--- config.mk ---
export PLATFORM = sky130hd
export DESIGN_NAME = fp_cast_unit
export DESIGN_NICKNAME = d
export VERILOG_FILES = /design/src/logic/cast_fmt_pkg.sv /design/src/logic/cast_op_pkg.sv /design/src/logic/cast_pipe_ctrl.sv /design/src/logic/cast_normalize.sv /design/src/logic/cast_align.sv /design/src/logic/cast_round_pack.sv /design/src/logic/fp_cast_unit.sv
export VERILOG_INCLUDE_DIRS = /design/src /design/src/logic
export SDC_FILE = /design/constraint.sdc
export NUM_CORES = 1
export LEC_CHECK = 0
export BUFFER_PORTS_ARGS = -buffer_cell sky130_fd_sc_hd__buf_2
export CAP_MARGIN = 20
export CORE_AREA = 3 3 203 205
export CTS_CLUSTER_DIAMETER = 100
export CTS_CLUSTER_SIZE = 30
export DETAILED_ROUTE_END_ITERATION = 16
export DIE_AREA = 0 0 206 208
export SLEW_MARGIN = 20
export SYNTH_ARGS = -nofsm -noshare
export SYNTH_HDL_FRONTEND = slang
export SYNTH_HIERARCHICAL = 1
export SYNTH_SLANG_ARGS = --single-unit
export TNS_END_PERCENT = 20
--- constraint.sdc ---
create_clock -name clk_i -period 12.1 [get_ports clk_i]
set_clock_uncertainty 0.15 [all_clocks]
set_input_delay 1.815 -clock clk_i [delete_from_list [all_inputs] [get_ports clk_i]]
set_output_delay 1.815 -clock clk_i [all_outputs]
set_load 0.05 [all_outputs]
--- src/logic/cast_defs.svh ---
`ifndef CAST_DEFS_SVH
`define CAST_DEFS_SVH

// --------------------------------------------------
// binary32 layout
// --------------------------------------------------
`define CAST_FP_WIDTH   32  // Total float width
`define CAST_EXP_BITS   8   // Exponent field
`define CAST_MAN_BITS   23  // Stored mantissa, hidden bit excluded
`define CAST_BIAS       127 // Exponent bias

// --------------------------------------------------
// Integer side and internal datapath
// --------------------------------------------------
`define CAST_INT_WIDTH  32  // Only int32 / uint32

// Mantissa with hidden bit or a full integer, whichever is wider
`define CAST_MANT_WIDTH 32
`define CAST_EXP_WIDTH  10  // Signed, covers smallest subnormal
`define CAST_LZC_WIDTH  5   // log2 of internal mantissa width

`endif

--- src/logic/cast_fmt_pkg.sv ---
`include "cast_defs.svh"

package cast_fmt_pkg;

  // Float fields as they sit in the operand word
  typedef struct packed {
    logic                      sign;
    logic [`CAST_EXP_BITS-1:0] exponent;
    logic [`CAST_MAN_BITS-1:0] mantissa;
  } fp32_t;

  // One-hot-ish classification of a float source
  typedef struct packed {
    logic is_normal;
    logic is_subnormal;
    logic is_zero;
    logic is_inf;
    logic is_nan;
    logic is_signalling; // NaN with quiet bit clear
  } fp_info_t;

  // IEEE exception flags, DZ never occurs in a cast
  typedef struct packed {
    logic NV; // Invalid
    logic OF; // Overflow
    logic UF; // Underflow
    logic NX; // Inexact
  } status_t;

  // Decode exponent and mantissa into class bits
  function automatic fp_info_t classify(fp32_t val);
    fp_info_t info;
    logic     exp_ones;
    logic     exp_zero;
    logic     man_zero;
    exp_ones           = &val.exponent;
    exp_zero           = ~|val.exponent;
    man_zero           = ~|val.mantissa;
    info.is_normal     = ~exp_zero & ~exp_ones;
    info.is_subnormal  = exp_zero & ~man_zero;
    info.is_zero       = exp_zero & man_zero;
    info.is_inf        = exp_ones & man_zero;
    info.is_nan        = exp_ones & ~man_zero;
    info.is_signalling = info.is_nan & ~val.mantissa[`CAST_MAN_BITS-1]; // MSB is quiet bit
    return info;
  endfunction

endpackage

--- src/logic/cast_op_pkg.sv ---
`include "cast_defs.svh"

package cast_op_pkg;

  typedef enum logic {
    CAST_I2F = 1'b0, // Integer source, float result
    CAST_F2I = 1'b1  // Float source, integer result
  } cast_op_e;

  // Encoding follows the usual RISC-V frm values
  typedef enum logic [2:0] {
    RNE = 3'b000,
    RTZ = 3'b001,
    RDN = 3'b010,
    RUP = 3'b011,
    RMM = 3'b100
  } round_mode_e;

  typedef struct packed {
    logic [`CAST_FP_WIDTH-1:0] operand;     // Float bits or integer
    cast_op_e                  op;
    logic                      is_unsigned; // Integer side is unsigned
    round_mode_e               rnd_mode;
  } cast_req_t;

  // Contents of the stage-1 register
  typedef struct packed {
    logic                              sign;
    logic [`CAST_MANT_WIDTH-1:0]       mant;    // MSB set unless zero
    logic signed [`CAST_EXP_WIDTH-1:0] exp;     // Unbiased
    logic signed [`CAST_EXP_WIDTH-1:0] dst_exp; // Rebiased for binary32
    cast_op_e                          op;
    logic                              is_unsigned;
    round_mode_e                       rnd_mode;
    cast_fmt_pkg::fp_info_t            info;    // Zero for integer sources
    logic                              mant_zero;
  } norm_stage_t;

  typedef struct packed {
    logic [`CAST_FP_WIDTH-1:0] result;
    cast_fmt_pkg::status_t     status;
  } cast_res_t;

endpackage

--- src/logic/cast_pipe_ctrl.sv ---
module cast_pipe_ctrl (
  input  logic clk_i,
  input  logic rst_n_i,
  input  logic in_valid_i,
  output logic in_ready_o,
  input  logic flush_i,
  input  logic out_ready_i,
  output logic out_valid_o,
  output logic busy_o,
  output logic ld_norm_o, // Load stage-1 register
  output logic ld_out_o   // Load output register
);

  logic norm_valid_q; // Stage 1 holds an item
  logic out_valid_q;  // Output register holds an item
  logic run_q;        // Set one cycle after reset release
  logic out_rdy;
  logic norm_rdy;

  // Ready travels backwards so a bubble can always be overwritten
  assign out_rdy  = out_ready_i | ~out_valid_q;
  assign norm_rdy = out_rdy | ~norm_valid_q;

  assign in_ready_o  = norm_rdy & run_q;
  assign ld_norm_o   = in_ready_o & in_valid_i;
  assign ld_out_o    = out_rdy & norm_valid_q;
  assign out_valid_o = out_valid_q;
  assign busy_o      = norm_valid_q | out_valid_q;

  always_ff @(posedge clk_i or negedge rst_n_i) begin
    if (!rst_n_i) begin
      norm_valid_q <= 1'b0;
      out_valid_q  <= 1'b0;
      run_q        <= 1'b0;
    end else begin
      run_q <= 1'b1;
      if (flush_i) begin // Drop everything in flight
        norm_valid_q <= 1'b0;
        out_valid_q  <= 1'b0;
      end else begin
        if (norm_rdy) norm_valid_q <= ld_norm_o;
        if (out_rdy)  out_valid_q  <= norm_valid_q;
      end
    end
  end

  // A presented result is held until taken
  a_out_hold: assert property (@(posedge clk_i) disable iff (!rst_n_i)
    out_valid_o && !out_ready_i && !flush_i |=> out_valid_o);

  // Output register only loads items that entered or stayed in stage 1
  a_ld_out_full: assert property (@(posedge clk_i) disable iff (!rst_n_i)
    ld_out_o |-> $past(ld_norm_o || norm_valid_q));

endmodule

--- src/logic/cast_normalize.sv ---
`include "cast_defs.svh"

module cast_normalize (
  input  logic                     clk_i,
  input  logic                     rst_n_i,
  input  cast_op_pkg::cast_req_t   req_i,
  input  logic                     ld_i,
  output cast_op_pkg::norm_stage_t norm_o
);
  import cast_fmt_pkg::*;
  import cast_op_pkg::*;

  localparam int unsigned MW   = `CAST_MANT_WIDTH;
  localparam int unsigned EW   = `CAST_EXP_WIDTH;
  localparam int unsigned LW   = `CAST_LZC_WIDTH;
  localparam int unsigned COMP = `CAST_MANT_WIDTH - 1 - `CAST_MAN_BITS; // Float mant sits at LSB

  fp32_t                  src_fp;
  fp_info_t               info;
  logic                   is_int;
  logic                   int_sign;
  logic [MW-1:0]          int_mag;
  logic [MW-1:0]          enc_mant;  // Mantissa before normalization
  logic [LW-1:0]          lzc_cnt;
  logic signed [EW-1:0]   fp_exp;
  logic signed [EW-1:0]   int_exp;
  logic signed [EW-1:0]   unb_exp;
  norm_stage_t            norm_d;

  // --------------------------------------------------
  // Source decode
  // --------------------------------------------------
  assign src_fp   = fp32_t'(req_i.operand);
  assign info     = classify(src_fp);
  assign is_int   = (req_i.op == CAST_I2F);
  assign int_sign = req_i.operand[`CAST_INT_WIDTH-1] & ~req_i.is_unsigned; // Signed only
  assign int_mag  = int_sign ? MW'(-req_i.operand) : MW'(req_i.operand);
  assign enc_mant = is_int ? int_mag : MW'({info.is_normal, src_fp.mantissa});

  // Leading-zero count, highest set bit wins
  always_comb begin : lzc
    lzc_cnt = '0;
    for (int i = 0; i < MW; i++) begin
      if (enc_mant[i]) lzc_cnt = LW'(MW - 1 - i);
    end
  end

  // Unbias and undo the normalizing shift
  assign fp_exp  = $signed(EW'(src_fp.exponent)) + $signed(EW'(info.is_subnormal))
                 - $signed(EW'(`CAST_BIAS)) - $signed(EW'(lzc_cnt)) + $signed(EW'(COMP));
  assign int_exp = $signed(EW'(MW - 1)) - $signed(EW'(lzc_cnt));
  assign unb_exp = is_int ? int_exp : fp_exp;

  always_comb begin : build_stage
    norm_d             = '0;
    norm_d.sign        = is_int ? int_sign : src_fp.sign;
    norm_d.mant        = enc_mant << lzc_cnt; // MSB now set
    norm_d.exp         = unb_exp;
    norm_d.dst_exp     = unb_exp + $signed(EW'(`CAST_BIAS)); // binary32 bias
    norm_d.op          = req_i.op;
    norm_d.is_unsigned = req_i.is_unsigned;
    norm_d.rnd_mode    = req_i.rnd_mode;
    norm_d.info        = is_int ? '0 : info; // Class only means something for floats
    norm_d.mant_zero   = (enc_mant == '0);
  end

  // Stage-1 register
  always_ff @(posedge clk_i or negedge rst_n_i) begin
    if (!rst_n_i)  norm_o <= '0;
    else if (ld_i) norm_o <= norm_d;
  end

  a_op_known: assert property (@(posedge clk_i) disable iff (!rst_n_i)
    ld_i |-> !$isunknown(req_i.op));

endmodule

--- src/logic/cast_align.sv ---
`include "cast_defs.svh"

module cast_align (
  input  cast_op_pkg::norm_stage_t   norm_i,
  output logic [`CAST_EXP_BITS-1:0]  final_exp_o,
  output logic [`CAST_MAN_BITS-1:0]  final_mant_o,
  output logic [`CAST_INT_WIDTH-1:0] final_int_o,
  output logic [1:0]                 round_sticky_o, // {round, sticky}
  output logic                       of_before_o,
  output logic                       uf_before_o
);
  import cast_op_pkg::*;

  localparam int unsigned MW = `CAST_MANT_WIDTH;
  localparam int unsigned EW = `CAST_EXP_WIDTH;
  localparam int unsigned IW = `CAST_INT_WIDTH;
  localparam int unsigned MB = `CAST_MAN_BITS;
  localparam int unsigned SW = $clog2(MW + 2);
  localparam int unsigned FP_STICKY  = 2 * MW - MB - 1; // Below mantissa and round bit
  localparam int unsigned INT_STICKY = 2 * MW - IW;

  logic signed [EW-1:0] exp;
  logic signed [EW-1:0] dexp;
  logic signed [EW-1:0] of_lim;   // Unsigned range is one bit wider
  logic [2*MW:0]        preshift; // Mantissa at the top with room below
  logic [2*MW:0]        dest;
  logic [SW-1:0]        shamt;
  logic [1:0]           fp_rs;
  logic [1:0]           int_rs;

  assign exp    = norm_i.exp;
  assign dexp   = norm_i.dst_exp;
  assign of_lim = $signed(EW'(IW - 1)) + $signed(EW'(norm_i.is_unsigned));

  always_comb begin : cast_value
    final_exp_o = dexp[`CAST_EXP_BITS-1:0]; // Low bits only
    preshift    = {norm_i.mant, (MW + 1)'(0)};
    shamt       = '0;
    of_before_o = 1'b0;
    uf_before_o = 1'b0;
    if (norm_i.op == CAST_F2I) begin
      shamt = SW'(IW - 1 - exp); // Binary point to int LSB
      if (exp >= of_lim) begin
        shamt       = '0;
        of_before_o = 1'b1;
      end else if (exp < -1) begin
        shamt       = SW'(IW + 1); // Everything lands in sticky
        uf_before_o = 1'b1;
      end
    end else begin
      if (dexp >= 255) begin
        final_exp_o = 8'hfe; // Largest finite so rounding decides inf
        preshift    = '1;
        of_before_o = 1'b1;
      end else if (dexp < 1 && dexp >= -$signed(EW'(MB))) begin
        final_exp_o = '0;     // Subnormal result
        shamt       = SW'(1 - dexp);
        uf_before_o = 1'b1;
      end else if (dexp < -$signed(EW'(MB))) begin
        final_exp_o = '0;
        shamt       = SW'(MB + 2); // Cap so sticky survives
        uf_before_o = 1'b1;
      end
    end
  end

  assign dest = preshift >> shamt;

  // Hidden bit at the very top is dropped for floats
  assign {final_mant_o, fp_rs[1]} = dest[2*MW-1 -: MB+1];
  assign {final_int_o, int_rs[1]} = dest[2*MW -: IW+1];
  assign fp_rs[0]  = |dest[FP_STICKY-1:0];
  assign int_rs[0] = |dest[INT_STICKY-1:0];

  assign round_sticky_o = (norm_i.op == CAST_F2I) ? int_rs : fp_rs;

endmodule

--- src/logic/cast_round_pack.sv ---
`include "cast_defs.svh"

module cast_round_pack (
  input  logic                       clk_i,
  input  logic                       rst_n_i,
  input  logic                       ld_i,
  input  cast_op_pkg::norm_stage_t   norm_i,
  input  logic [`CAST_EXP_BITS-1:0]  final_exp_i,
  input  logic [`CAST_MAN_BITS-1:0]  final_mant_i,
  input  logic [`CAST_INT_WIDTH-1:0] final_int_i,
  input  logic [1:0]                 round_sticky_i,
  input  logic                       of_before_i,
  input  logic                       uf_before_i,
  output cast_op_pkg::cast_res_t     res_o
);
  import cast_fmt_pkg::*;
  import cast_op_pkg::*;

  localparam int unsigned IW  = `CAST_INT_WIDTH;
  localparam int unsigned FPW = `CAST_FP_WIDTH;

  logic             to_int;
  logic [IW-1:0]    pre_abs;
  logic             round_up;
  logic [IW-1:0]    rnd_abs;
  logic [IW-1:0]    int_val;     // Two's complement of rounded value
  logic [IW-1:0]    int_special;
  logic             int_is_special;
  logic             of_after;
  logic             tiny;
  status_t          int_status;
  status_t          fp_status;
  logic [FPW-1:0]   fp_val;
  cast_res_t        res_d;
  cast_res_t        res_q;

  assign to_int  = (norm_i.op == CAST_F2I);
  assign pre_abs = to_int ? final_int_i : IW'({final_exp_i, final_mant_i});

  // --------------------------------------------------
  // Rounding
  // --------------------------------------------------
  always_comb begin : rnd
    case (norm_i.rnd_mode)
      RNE:     round_up = round_sticky_i[1] & (round_sticky_i[0] | pre_abs[0]); // Tie to even
      RTZ:     round_up = 1'b0;
      RDN:     round_up = (|round_sticky_i) & norm_i.sign;
      RUP:     round_up = (|round_sticky_i) & ~norm_i.sign;
      RMM:     round_up = round_sticky_i[1]; // Tie away
      default: round_up = 1'b0;
    endcase
  end

  assign rnd_abs = pre_abs + IW'(round_up);

  // --------------------------------------------------
  // F2I result and specials
  // --------------------------------------------------
  assign int_val = norm_i.sign ? IW'(-rnd_abs) : rnd_abs;

  always_comb begin : int_spec
    int_special         = {norm_i.is_unsigned, {(IW-1){1'b1}}}; // Positive max
    if (norm_i.sign && !norm_i.info.is_nan)
      int_special = ~int_special; // Min or 0
  end

  // NaN, inf, range overflow, or a nonzero negative going unsigned
  assign int_is_special = norm_i.info.is_nan | norm_i.info.is_inf | of_before_i |
                          (norm_i.sign & norm_i.is_unsigned & (int_val != '0));
  assign int_status     = int_is_special ? '{NV: 1'b1, default: 1'b0}
                                         : '{NX: |round_sticky_i, default: 1'b0};

  // --------------------------------------------------
  // I2F result and flags
  // --------------------------------------------------
  assign of_after     = &rnd_abs[FPW-2 -: `CAST_EXP_BITS]; // Carried into inf exponent
  assign tiny         = uf_before_i | ~|rnd_abs[FPW-2 -: `CAST_EXP_BITS];
  assign fp_val       = norm_i.mant_zero ? '0 : {norm_i.sign, rnd_abs[FPW-2:0]}; // +0 for int 0
  assign fp_status.NV = 1'b0;
  assign fp_status.OF = of_before_i | of_after;
  assign fp_status.NX = (|round_sticky_i) | fp_status.OF;
  assign fp_status.UF = tiny & fp_status.NX;

  assign res_d.result = to_int ? (int_is_special ? int_special : int_val) : fp_val;
  assign res_d.status = to_int ? int_status : fp_status;

  // Output register
  always_ff @(posedge clk_i or negedge rst_n_i) begin
    if (!rst_n_i)  res_q <= '0;
    else if (ld_i) res_q <= res_d;
  end

  assign res_o = res_q;

endmodule

--- src/logic/fp_cast_unit.sv ---
`include "cast_defs.svh"

module fp_cast_unit (
  input  logic                   clk_i,
  input  logic                   rst_n_i,
  input  cast_op_pkg::cast_req_t req_i,
  input  logic                   in_valid_i,
  output logic                   in_ready_o,
  input  logic                   flush_i,
  output cast_op_pkg::cast_res_t res_o,
  output logic                   out_valid_o,
  input  logic                   out_ready_i,
  output logic                   busy_o
);
  import cast_op_pkg::*;

  logic                       ld_norm;
  logic                       ld_out;
  norm_stage_t                norm_q;     // Stage-1 register contents
  logic [`CAST_EXP_BITS-1:0]  final_exp;
  logic [`CAST_MAN_BITS-1:0]  final_mant;
  logic [`CAST_INT_WIDTH-1:0] final_int;
  logic [1:0]                 round_sticky;
  logic                       of_before;
  logic                       uf_before;

  // --------------------------------------------------
  // Handshake and stage control
  // --------------------------------------------------
  cast_pipe_ctrl cast_pipe_ctrl_i (
    .clk_i       (clk_i),
    .rst_n_i     (rst_n_i),
    .in_valid_i  (in_valid_i),
    .in_ready_o  (in_ready_o),
    .flush_i     (flush_i),
    .out_ready_i (out_ready_i),
    .out_valid_o (out_valid_o),
    .busy_o      (busy_o),
    .ld_norm_o   (ld_norm),
    .ld_out_o    (ld_out)
  );

  // --------------------------------------------------
  // Datapath, normalize | align + round
  // --------------------------------------------------
  cast_normalize cast_normalize_i (
    .clk_i   (clk_i),
    .rst_n_i (rst_n_i),
    .req_i   (req_i),
    .ld_i    (ld_norm),
    .norm_o  (norm_q)
  );

  cast_align cast_align_i (
    .norm_i         (norm_q),
    .final_exp_o    (final_exp),
    .final_mant_o   (final_mant),
    .final_int_o    (final_int),
    .round_sticky_o (round_sticky),
    .of_before_o    (of_before),
    .uf_before_o    (uf_before)
  );

  cast_round_pack cast_round_pack_i (
    .clk_i          (clk_i),
    .rst_n_i        (rst_n_i),
    .ld_i           (ld_out),
    .norm_i         (norm_q),
    .final_exp_i    (final_exp),
    .final_mant_i   (final_mant),
    .final_int_i    (final_int),
    .round_sticky_i (round_sticky),
    .of_before_i    (of_before),
    .uf_before_i    (uf_before),
    .res_o          (res_o)
  );

endmodule

# Yosys cells after proc, flatten, opt, wreduce, memory -nomap -nowiden
# Index checks and enable logic that the tools add are counted.
# classes
muxes	71
n_addsub	12
n_bitwise	32
n_reduce_logical	19
n_eq_ne	3
shifts	2
order_cmp	6
# op_table
cell	n
$mux W32	8
$mux W5	33
$mux W65	2
$shr A65 B6 Y65	1
$neg A32 Y32	2
$reduce_or A40 Y1	1
$add A32 B1 Y32	1
$logic_not A32 Y1	1
$not A32 Y32	1
$reduce_bool A32 Y1	1
$reduce_or A32 Y1	1
$shl A32 B5 Y32	1
$mux W6	5
$mux W8	3
$reduce_or A23 Y1	1
$reduce_and A8 Y1	2
$reduce_or A8 Y1	2
$and A1 B1 Y1	15
$mux W1	14
$add A10 B5 Y10 const B	1
$add A10 B8 Y10 const B	1
$ge A10 B6 Y1 const B	1
$ge A10 B7 Y1	1
$ge A10 B9 Y1 const B	1
other kinds (24)	45
# totals
wordCells	163
out_inout_bits	39
reg_bits	100
in_bits	42

# Depth between registers and ports, before layout
# Gate-level depths: netlist of the first run.
# logic_depth
depth_word	40
depth_mapped	37
mapped_depth_nobuf	33

# Cells and area by module
# Netlist of the first run, hierarchy kept.
# by_module_without_submodules
mod	n_inst	cells_each	seq_area_each_um2	area_per_inst_um2
cast_normalize	1	859	1626.6	6866.6
cast_round_pack	1	601	900.9	4752.1
cast_align	1	513	0.0	3195.6
cast_pipe_ctrl	1	14	75.1	135.1

# Worst setup path after synthesis of the first run
# Ideal clock, no wire load.
# synth_timing
kind	flip-flop to flip-flop
from	register cast_normalize_i/norm_o[10] (netlist name)
to	register cast_round_pack_i.res_q, in the netlist cast_round_pack_i/res_o[21]
setup_slack_ns	3.450
arrival_time_ns	8.376
period_less_slack_ns	8.650
stages_incl_launch_ff	36
required_ns	11.826
setup_time_ns	0.124
path_buffers	3
path_cell_list	dfrtp_1 > inv_1 > ha_1 > nand2b_1 > a31oi_1 > o221ai_1 > o21ai_2 > buf_4 > mux2i_1 > a211oi_1 > nor3_1 > o211ai_1 > a2111oi_0 > nand4b_1 > nor4_1 > o22ai_1 > nor3b_1 > o21ai_0 > a21oi_1 > ha_1 > ha_1 > inv_1 > nor2_1 > or4_1 > a32o_1 > or3_4 > buf_6 > or4b_1 > o41ai_1 > xor2_1 > nor4b_2 > and4b_1 > or2_1 > buf_6 > a31o_1 > a211o_1
# synth_between
elab_chain_len	18
word_cells_on_any_way	28
cone_classes	3 x add/sub; 1 x order compare; 1 x shift; 11 x mux; 8 x bitwise; 4 x reduce/logical
# synth_rtl
item	line_no	text
from (decl)	cast_normalize.sv:8	output cast_op_pkg::norm_stage_t norm_o
from (signal assigned)	cast_normalize.sv:70	else if (ld_i) norm_o <= norm_d;
$add A5 B1 Y6 (*)	cast_align.sv:33	assign of_lim = $signed(EW'(IW - 1)) + $signed(EW'(norm_i.is_unsigned));
$ge A10 B7 Y1 (*)	cast_align.sv:43	if (exp >= of_lim) begin
$mux W6 (*)	cast_align.sv:43	
$mux W6 (*)	cast_align.sv:41	if (norm_i.op == CAST_F2I) begin
$shr A65 B6 Y65 (*)	cast_align.sv:67	assign dest = preshift >> shamt;
$reduce_or A40 Y1 or $reduce_or A32 Y1 (tied branches)	cast_align.sv:72, cast_align.sv:73	
$mux W2 (*)	cast_align.sv:75	assign round_sticky_o = (norm_i.op == CAST_F2I) ? int_rs : fp_rs;
via round_sticky[0]	fp_cast_unit.sv:23	logic [1:0] round_sticky;
[3 not listed]	--	
$add A32 B1 Y32 (*)	cast_round_pack.sv:54	assign rnd_abs = pre_abs + IW'(round_up);
$neg A32 Y32	cast_round_pack.sv:59	assign int_val = norm_i.sign ? IW'(-rnd_abs) : rnd_abs;
$mux W32	cast_round_pack.sv:59	
$reduce_bool A32 Y1	cast_round_pack.sv:69	(norm_i.sign & norm_i.is_unsigned & (int_val != '0));
$and A1 B1 Y1	cast_round_pack.sv:69	
$or A1 B1 Y1	cast_round_pack.sv:68	assign int_is_special = norm_i.info.is_nan | norm_i.info.is_inf | of_before_i |
$mux W32	cast_round_pack.sv:84	assign res_d.result = to_int ? (int_is_special ? int_special : int_val) : fp_val;
$mux W32 (*)	cast_round_pack.sv:84	
to (signal assigned)	cast_round_pack.sv:90	else if (ld_i) res_q <= res_d;
to (decl)	cast_round_pack.sv:35	cast_res_t res_q;
# The timed path passes the listed nets; every way through them passes the cells marked *.
# A chain may end at the register's enable or synchronous reset.

# Final worst setup path of the first run
# layout_timing
from	register cast_normalize_i/norm_o[17] (netlist name)
to	register cast_round_pack_i.res_q, in the netlist cast_round_pack_i/res_o[3]
# layout_between
elab_chain_len	19
word_cells_on_any_way	37
cone_classes	3 x add/sub; 4 x order compare; 1 x shift; 17 x mux; 7 x bitwise; 5 x reduce/logical
# layout_rtl
item	line_no	text
$lt A10 B6 Y1, or another cell as far along	cast_align.sv:59	end else if (dexp < -$signed(EW'(MB))) begin
$mux W5 or $logic_and A1 B1 Y1 (tied branches)	cast_align.sv:59, cast_align.sv:55	
$mux W6	cast_align.sv:55	end else if (dexp < 1 && dexp >= -$signed(EW'(MB))) begin
$mux W6	cast_align.sv:51	if (dexp >= 255) begin
$mux W6	cast_align.sv:41	
$shr A65 B6 Y65 (*)	cast_align.sv:67	
$reduce_or A40 Y1 or $reduce_or A32 Y1 (tied branches)	cast_align.sv:72, cast_align.sv:73	
$mux W2 (*)	cast_align.sv:75	
via round_sticky[0]	fp_cast_unit.sv:23	
[3 not listed]	--	
$add A32 B1 Y32 (*)	cast_round_pack.sv:54	
$neg A32 Y32	cast_round_pack.sv:59	
$mux W32 (*)	cast_round_pack.sv:59	
$reduce_bool A32 Y1 (*)	cast_round_pack.sv:69	
$and A1 B1 Y1 (*)	cast_round_pack.sv:69	
$or A1 B1 Y1 (*)	cast_round_pack.sv:68	
$mux W4 (*)	cast_round_pack.sv:70	assign int_status = int_is_special ? '{NV: 1'b1, default: 1'b0}
$mux W4 (*)	cast_round_pack.sv:85	assign res_d.status = to_int ? int_status : fp_status;
# Marks and branches as above.

==> results of run 1 <==
==> worst paths after layout <==
path | start | endpoint | slack, ns | depth (start not counted)
max in group asynchronous | rst_n_i | cast_normalize_i/norm_o[11] | 9.30 | 2
min in group asynchronous | rst_n_i | cast_normalize_i/norm_o[46] | 1.22 | 1
hold reg to reg | cast_round_pack_i/res_o[2] | cast_round_pack_i/res_o[2] | 0.35 | 2
hold / removal | cast_round_pack_i/res_o[2] | cast_round_pack_i/res_o[2] | 0.35 | 2
setup / recovery | cast_normalize_i/norm_o[17] | cast_round_pack_i/res_o[3] | 1.36 | 31
setup reg to reg | cast_normalize_i/norm_o[17] | cast_round_pack_i/res_o[3] | 1.36 | 31
==> through the flow <==
step / util, % / setup slack [ns] / cell area, um^2 / cells
2_1_floorplan: - / 3.45 / 14800 / 1973
3_3_place_gp: 38.6 / 1.58 / 15300 / 2442
4_1_cts: 39.4 / 1.36 / 15600 / 2459
3_5_place_dp: 38.6 / 1.36 / 15300 / 2443
6_report: 39.4 / 1.36 / 15600 / 2460
5_1_grt: 39.4 / 0.701 / 15600 / 2460
==> flip-flops by register name (all words and copies together) (netlist names) <==
register,count
cast_normalize_i/norm_o,61
cast_pipe_ctrl_i/norm_valid_q,1
cast_pipe_ctrl_i/out_valid_o,1
cast_pipe_ctrl_i/run_q,1
cast_round_pack_i/res_o,36
==> layout by cell type, fill, tap and decap left out, drive strengths merged, types with 23 or more instances in the layout <==
cell type  count
nand2        190
nor2         170
mux2i        120
o21ai        119
buf          113
a21oi        109
dfrtp        100
nand3         84
xnor2         58
nor3          58
nand4         49
inv           49
xor2          41
mux2          41
a31oi         31
a22oi         31
nor4          30
ha            26
o211ai        25
a221oi        23
==> layer usage <==
metal  global-route usage [%]  part of all wire, %  up-vias
li1                         -                    -     7432
met1                     32.1                   43     7667
met2                     38.9                   47      754
met3                     3.66                  7.7      118
met4                     6.91                  2.8        2
met5                        0                0.013        -
==> worst reg2reg max path, delay by kind of cell (launching register included) <==
family | cells | cell delay [ns]
adder cells (fa/ha/maj) | 2 | 0.55
multiplexers | 2 | 0.81
AO/OA/AOI/OAI | 10 | 2.98
buffers and inverters | 2 | 0.64
flip-flops | 1 | 0.47
AND/OR/NAND/NOR | 15 | 5.03
==> power breakdown <==
| group | total [mW] | internal, mW | switching [mW] | leakage [nW] |
|---|---|---|---|---|
| Clock | 0.303 | 0.148 | 0.155 | 0.151 |
| Sequential | 0.555 | 0.432 | 0.124 | 1.20 |
| Combinational | 2.17 | 0.699 | 1.47 | 4.47 |
==> layout make-up <==
cell class / count / share of cell area, %
clock inverter: 7 / 0.553
timing repair buffer: 113 / 4.15
tap: 525 / 4.21
inverter: 47 / 1.13
sequential: 100 / 16.0
clock buffer: 9 / 1.44
multi-input combinational: 1659 / 72.5
==> impl_metrics.prom, run 1 <==
# TYPE chip_impl_metric gauge
chip_impl_metric{name="numPortBuffers",unit=""} 80
chip_impl_metric{name="power_density",unit="mW/mm^2"} 194
chip_impl_metric{name="grt_usage",unit="%"} 23.7
chip_impl_metric{name="drt-wirelength-per-cell",unit="um"} 21.5
chip_impl_metric{name="arrival",unit="ns"} 10.85
chip_impl_metric{name="clkLatencyLatePin",unit="ns"} 0.38
chip_impl_metric{name="die_height",unit="um"} 208
chip_impl_info{name="worst-setup-path-type",value="reg2reg"} 1
chip_impl_info{name="slowest_stage",value="sky130_fd_sc_hd__or4b_1"} 1
chip_impl_metric{name="place_hpwl",unit="um"} 40300
chip_impl_metric{name="maxSlewViolCount",unit=""} 0
chip_impl_metric{name="cp.required",unit="ns"} 12.22
chip_impl_metric{name="final.setup.tns",unit="ns"} 0
chip_impl_metric{name="p_leak",unit="nW"} 5.82
chip_impl_metric{name="tritoncts_num_sinks",unit=""} 100
chip_impl_metric{name="holdBufCountCts",unit=""} 0
chip_impl_metric{name="maxCapViolations",unit=""} 0
chip_impl_metric{name="die_w",unit="um"} 206
chip_impl_metric{name="timing.final.hold_violations",unit=""} 0
chip_impl_metric{name="synth_area_per_cell",unit="um^2"} 7.50
chip_impl_metric{name="total_power",unit="mW"} 3.03
chip_impl_metric{name="maxClockFrequency",unit="GHz"} 0.0931
chip_impl_metric{name="final_replace_weighted_congestion",unit=""} 0.989
chip_impl_info{name="crit_end_element",value="flip-flop"} 1
chip_impl_info{name="critical-path-top-delay-family",value="simple AND/OR/NAND/NOR gates"} 1
chip_impl_metric{name="multiInputGateArea",unit="mm^2"} 0.0113
chip_impl_metric{name="drt_drc_violations_left",unit=""} 0
chip_impl_metric{name="detail_route.first_pass.iterations",unit=""} 6
chip_impl_metric{name="drive_above_1_share",unit="%"} 13.0
chip_impl_metric{name="postSynthCellCount",unit=""} 1973
chip_impl_metric{name="fin_crit",unit="ns"} 10.74
chip_impl_metric{name="antenna_violating_nets_post_route",unit=""} 0
chip_impl_metric{name="first_global_vias",unit=""} 15200
chip_impl_metric{name="synth_area",unit="mm^2"} 0.0148
chip_impl_metric{name="path_max_fanout",unit=""} 50
chip_impl_metric{name="placeableCoreArea",unit="mm^2"} 0.0396
chip_impl_metric{name="floorplan.rows",unit=""} 73
chip_impl_metric{name="finalNetCount",unit=""} 2000
chip_impl_metric{name="cts_htree_levels",unit=""} 3
chip_impl_metric{name="irDropWorstVdd",unit="uV"} 83.0
chip_impl_metric{name="worst_slew_margin_rel",unit="%"} 29.4
chip_impl_metric{name="drt-total-wl",unit="um"} 52800
chip_impl_metric{name="cts_max_path_buffers",unit=""} 2
chip_impl_metric{name="grt_overflow",unit=""} 0
chip_impl_metric{name="num_antenna_cells",unit=""} 0
chip_impl_metric{name="cts_made_buffers",unit=""} 9
chip_impl_info{name="run_status",value="completed"} 1
chip_impl_metric{name="post-cts-setup-buffers",unit=""} 0
chip_impl_metric{name="worst-slew-pin-transition",unit="ns"} 1.05
chip_impl_metric{name="cpPeakStageDelay",unit="ns"} 0.77
chip_impl_metric{name="largest_net_degree_at_the_start_of_global_routing",unit=""} 70
chip_impl_metric{name="io_pins",unit=""} 81
chip_impl_metric{name="n_fill_cell",unit=""} 4201
chip_impl_metric{name="number_of_violations_reported_at_the_end_of_detailed_routing_iteration_0",unit=""} 1892
chip_impl_metric{name="cp.buffers_inverters",unit=""} 2
chip_impl_metric{name="route.vias.total",unit=""} 16000
chip_impl_metric{name="sequential_area",unit="mm^2"} 0.00251
chip_impl_info{name="rsz0062_at_grt",value="false"} 1
chip_impl_info{name="tritoncts",value="yes"} 1
chip_impl_info{name="cts_root_buffer",value="sky130_fd_sc_hd__clkbuf_16"} 1
chip_impl_metric{name="net_count_after_synthesis",unit=""} 2043
chip_impl_metric{name="area_delta_synth_final",unit="%"} 5.60
chip_impl_info{name="worst_setup_path_start_kind",value="flip-flop"} 1
chip_impl_metric{name="final.period_utilization",unit="%"} 88.7
chip_impl_info{name="hold_path.class",value="reg2reg"} 1
chip_impl_metric{name="post_cts_resized",unit=""} 0
chip_impl_metric{name="initial_antenna_violation_count",unit=""} 1
chip_impl_metric{name="synth_warnings",unit=""} 6
chip_impl_metric{name="wire_length_of_the_first_global_routing_pass",unit="um"} 83900
chip_impl_metric{name="hold_ws",unit="ns"} 0.348
chip_impl_metric{name="floorplan.die_area",unit="mm^2"} 0.0428
chip_impl_metric{name="clk_transition_reported_paths",unit="ns"} 0.09
chip_impl_metric{name="initial_utilization",unit="%"} 37.3
chip_impl_metric{name="final-setup-viol-count",unit=""} 0
chip_impl_metric{name="vias_per_cell",unit=""} 6.49
No activity file was read; power rests on OpenSTA's default activity.
==> run 2, diff against run 1 <==
CORE_AREA = 3 3 162 164   (was 3 3 203 205)
DIE_AREA = 0 0 165 167   (was 0 0 206 208)
PLACE_DENSITY = 0.78   (was not set)
==> impl_metrics.prom, run 2 (synthesized netlist as in run 1, its figures left out) <==
# TYPE chip_impl_metric gauge
chip_impl_metric{name="final.setup.tns",unit="ns"} 0
chip_impl_metric{name="drt-total-wl",unit="um"} 51100
chip_impl_metric{name="irDropWorstVdd",unit="uV"} 164
chip_impl_metric{name="largest_reg_flops",unit=""} 61
chip_impl_metric{name="cts_made_buffers",unit=""} 9
chip_impl_info{name="hold_path_end",value="cast_round_pack_i/res_o[34]"} 1
chip_impl_metric{name="cp.required",unit="ns"} 12.22
chip_impl_info{name="worst-setup-path-type",value="reg2reg"} 1
chip_impl_info{name="crit_end_element",value="flip-flop"} 1
chip_impl_metric{name="fin_crit",unit="ns"} 10.84
chip_impl_metric{name="p_leak",unit="nW"} 5.79
chip_impl_metric{name="power_density",unit="mW/mm^2"} 199
chip_impl_info{name="max_flop_register",value="cast_normalize_i/norm_o"} 1
chip_impl_info{name="mostFrequentLayoutCells",value="sky130_fd_sc_hd__nand2_1, sky130_fd_sc_hd__nor2_1, sky130_fd_sc_hd__mux2i_1"} 1
chip_impl_metric{name="final_core_utilization",unit="%"} 61.2
chip_impl_info{name="hold_path.class",value="reg2reg"} 1
chip_impl_metric{name="post-route-worst-setup-slack",unit="ns"} 1.26
chip_impl_info{name="slowest_stage",value="sky130_fd_sc_hd__or4b_1"} 1
chip_impl_metric{name="final_cell_area",unit="mm^2"} 0.0153
chip_impl_metric{name="die_height",unit="um"} 167
chip_impl_metric{name="first_global_vias",unit=""} 14900
chip_impl_info{name="worst_setup_path_start_kind",value="flip-flop"} 1
chip_impl_metric{name="antenna_violating_nets_post_route",unit=""} 0
chip_impl_metric{name="floorplan.die_area",unit="mm^2"} 0.0276
chip_impl_metric{name="n_fill_cell",unit=""} 2342
chip_impl_metric{name="wire_length_of_the_first_global_routing_pass",unit="um"} 81000
chip_impl_metric{name="grt_overflow",unit=""} 0
chip_impl_metric{name="route.vias.total",unit=""} 16200
chip_impl_metric{name="vias_per_cell",unit=""} 7.17
chip_impl_info{name="rsz0062_at_grt",value="false"} 1
chip_impl_metric{name="final-setup-viol-count",unit=""} 0
chip_impl_metric{name="cpPeakStageDelay",unit="ns"} 0.76
chip_impl_metric{name="maxCapViolations",unit=""} 0
chip_impl_metric{name="drive_above_1_share",unit="%"} 12.7
chip_impl_metric{name="final.period_utilization",unit="%"} 89.5
chip_impl_metric{name="area_delta_synth_final",unit="%"} 3.60
chip_impl_metric{name="final_replace_weighted_congestion",unit=""} 0.980
chip_impl_metric{name="clkLatencyLatePin",unit="ns"} 0.37
chip_impl_metric{name="io_pins",unit=""} 81
chip_impl_info{name="timing.rr.start",value="cast_normalize_i/norm_o[10]"} 1
chip_impl_metric{name="placeableCoreArea",unit="mm^2"} 0.0250
chip_impl_metric{name="maxClockFrequency",unit="GHz"} 0.0923
chip_impl_info{name="tritoncts",value="yes"} 1
chip_impl_metric{name="grt_usage",unit="%"} 35.9
chip_impl_metric{name="finalNetCount",unit=""} 1993
chip_impl_metric{name="clk_transition_reported_paths",unit="ns"} 0.08
chip_impl_metric{name="place_hpwl",unit="um"} 38800
chip_impl_metric{name="hold_ws",unit="ns"} 0.336
chip_impl_metric{name="floorplan.rows",unit=""} 58
chip_impl_metric{name="num_antenna_cells",unit=""} 0
chip_impl_metric{name="timing.final.hold_violations",unit=""} 0
chip_impl_metric{name="worst-slew-pin-transition",unit="ns"} 1.18
chip_impl_metric{name="cts_htree_levels",unit=""} 3
chip_impl_metric{name="drt_drc_violations_left",unit=""} 0
chip_impl_info{name="critical-path-top-delay-family",value="simple AND/OR/NAND/NOR gates"} 1
chip_impl_metric{name="detail_route.first_pass.iterations",unit=""} 6
chip_impl_metric{name="holdBufCountCts",unit=""} 0
chip_impl_metric{name="number_of_violations_reported_at_the_end_of_detailed_routing_iteration_0",unit=""} 2130
chip_impl_metric{name="dp_slack",unit="ns"} 1.51
chip_impl_info{name="timing.rr.end",value="cast_round_pack_i/res_o[14]"} 1
chip_impl_metric{name="cts_max_path_buffers",unit=""} 2
chip_impl_metric{name="cp.buffers_inverters",unit=""} 4
chip_impl_info{name="final_common_cell",value="sky130_fd_sc_hd__nand2_1"} 1
chip_impl_metric{name="post_cts_resized",unit=""} 0
chip_impl_metric{name="multiInputGateArea",unit="mm^2"} 0.0113
chip_impl_metric{name="initial_antenna_violation_count",unit=""} 0
chip_impl_info{name="run_status",value="completed"} 1
chip_impl_metric{name="initial_utilization",unit="%"} 59.1
chip_impl_metric{name="post-cts-setup-buffers",unit=""} 0
chip_impl_info{name="hold_path_startpoint",value="cast_round_pack_i/res_o[34]"} 1
chip_impl_metric{name="maxSlewViolCount",unit=""} 0
chip_impl_metric{name="hold-path-cell-count",unit=""} 1
chip_impl_metric{name="path_max_fanout",unit=""} 36
chip_impl_metric{name="arrival",unit="ns"} 10.95
chip_impl_metric{name="worst_reg_to_reg_setup_slack",unit="ns"} 1.26
chip_impl_metric{name="placed_cell_area",unit="mm^2"} 0.0150
chip_impl_metric{name="worst_slew_margin_rel",unit="%"} 20.6
chip_impl_metric{name="drt-wirelength-per-cell",unit="um"} 22.6
chip_impl_metric{name="tritoncts_num_sinks",unit=""} 100
chip_impl_info{name="cts_root_buffer",value="sky130_fd_sc_hd__clkbuf_16"} 1
chip_impl_metric{name="largest_net_degree_at_the_start_of_global_routing",unit=""} 81
chip_impl_info{name="most_prevalent_standard_cell_on_the_critical_path",value="sky130_fd_sc_hd__ha_1"} 1
chip_impl_metric{name="die_w",unit="um"} 165
chip_impl_metric{name="numPortBuffers",unit=""} 80
chip_impl_metric{name="rr_worst_depth",unit=""} 34
chip_impl_metric{name="sequential_area",unit="mm^2"} 0.00250
run 2: cell count changes in the layout (fill, tap and decap cells not counted):
| cell | change |
|---|---|
| sky130_fd_sc_hd__inv_8 | +1 |
| sky130_fd_sc_hd__clkinv_8 | -2 |
| sky130_fd_sc_hd__bufinv_16 | +1 |
| sky130_fd_sc_hd__buf_4 | -6 |
| sky130_fd_sc_hd__inv_6 | -1 |
| sky130_fd_sc_hd__o221ai_1 | +1 |
| sky130_fd_sc_hd__clkinvlp_4 | +1 |
| sky130_fd_sc_hd__dfrtp_2 | +1 |
| sky130_fd_sc_hd__dfrtp_4 | -1 |
| sky130_fd_sc_hd__buf_2 | -1 |
| sky130_fd_sc_hd__o221ai_2 | -1 |
run 2: layout make-up:
type,instances,share of cell area (%)
Sequential cell,100,16.3
Clock inverter,7,0.612
Multi-Input combinational cell,1659,73.8
Clock buffer,9,1.47
Tap cell,330,2.69
Inverter,47,1.15
Timing Repair Buffer,106,3.90
run 2: worst max path at each step:
stage | start | end | slack (ns) | depth (start not counted)
floorplan | cast_normalize_i/norm_o[10] | cast_round_pack_i/res_o[21] | 3.45 | 35
global placement | cast_normalize_i/norm_o[10] | cast_round_pack_i/res_o[3] | 1.65 | 34
detailed placement | cast_normalize_i/norm_o[10] | cast_round_pack_i/res_o[14] | 1.51 | 34
CTS | cast_normalize_i/norm_o[10] | cast_round_pack_i/res_o[14] | 1.54 | 34
global route | cast_normalize_i/norm_o[10] | cast_round_pack_i/res_o[14] | 0.58 | 33
finish | cast_normalize_i/norm_o[10] | cast_round_pack_i/res_o[14] | 1.26 | 34
run 2: through the flow:
step	power [mW]	std cells
4_1_cts	2.99	2258
2_1_floorplan	2.15	1973
6_report	3.05	2258
5_1_grt	3.23	2258
3_5_place_dp	2.67	2242
3_3_place_gp	2.65	2242
run 2: routing by layer:
layer	vias to the layer above	share of wire [%]	track usage (%)	wire [um]
met5	-	0	0	0
met4	0	3.2	11.3	1640
met3	148	7.9	5.52	4040
met2	858	47	58.8	24200
met1	7758	42	48.4	21200
li1	7424	-	-	-
run 2: where the power goes:
part           leakage [nW]  switching [mW]  internal (mW)  total [mW]
Clock                 0.153           0.147          0.166       0.314
Combinational          4.43            1.49          0.699        2.19
Sequential             1.20           0.114          0.432       0.545
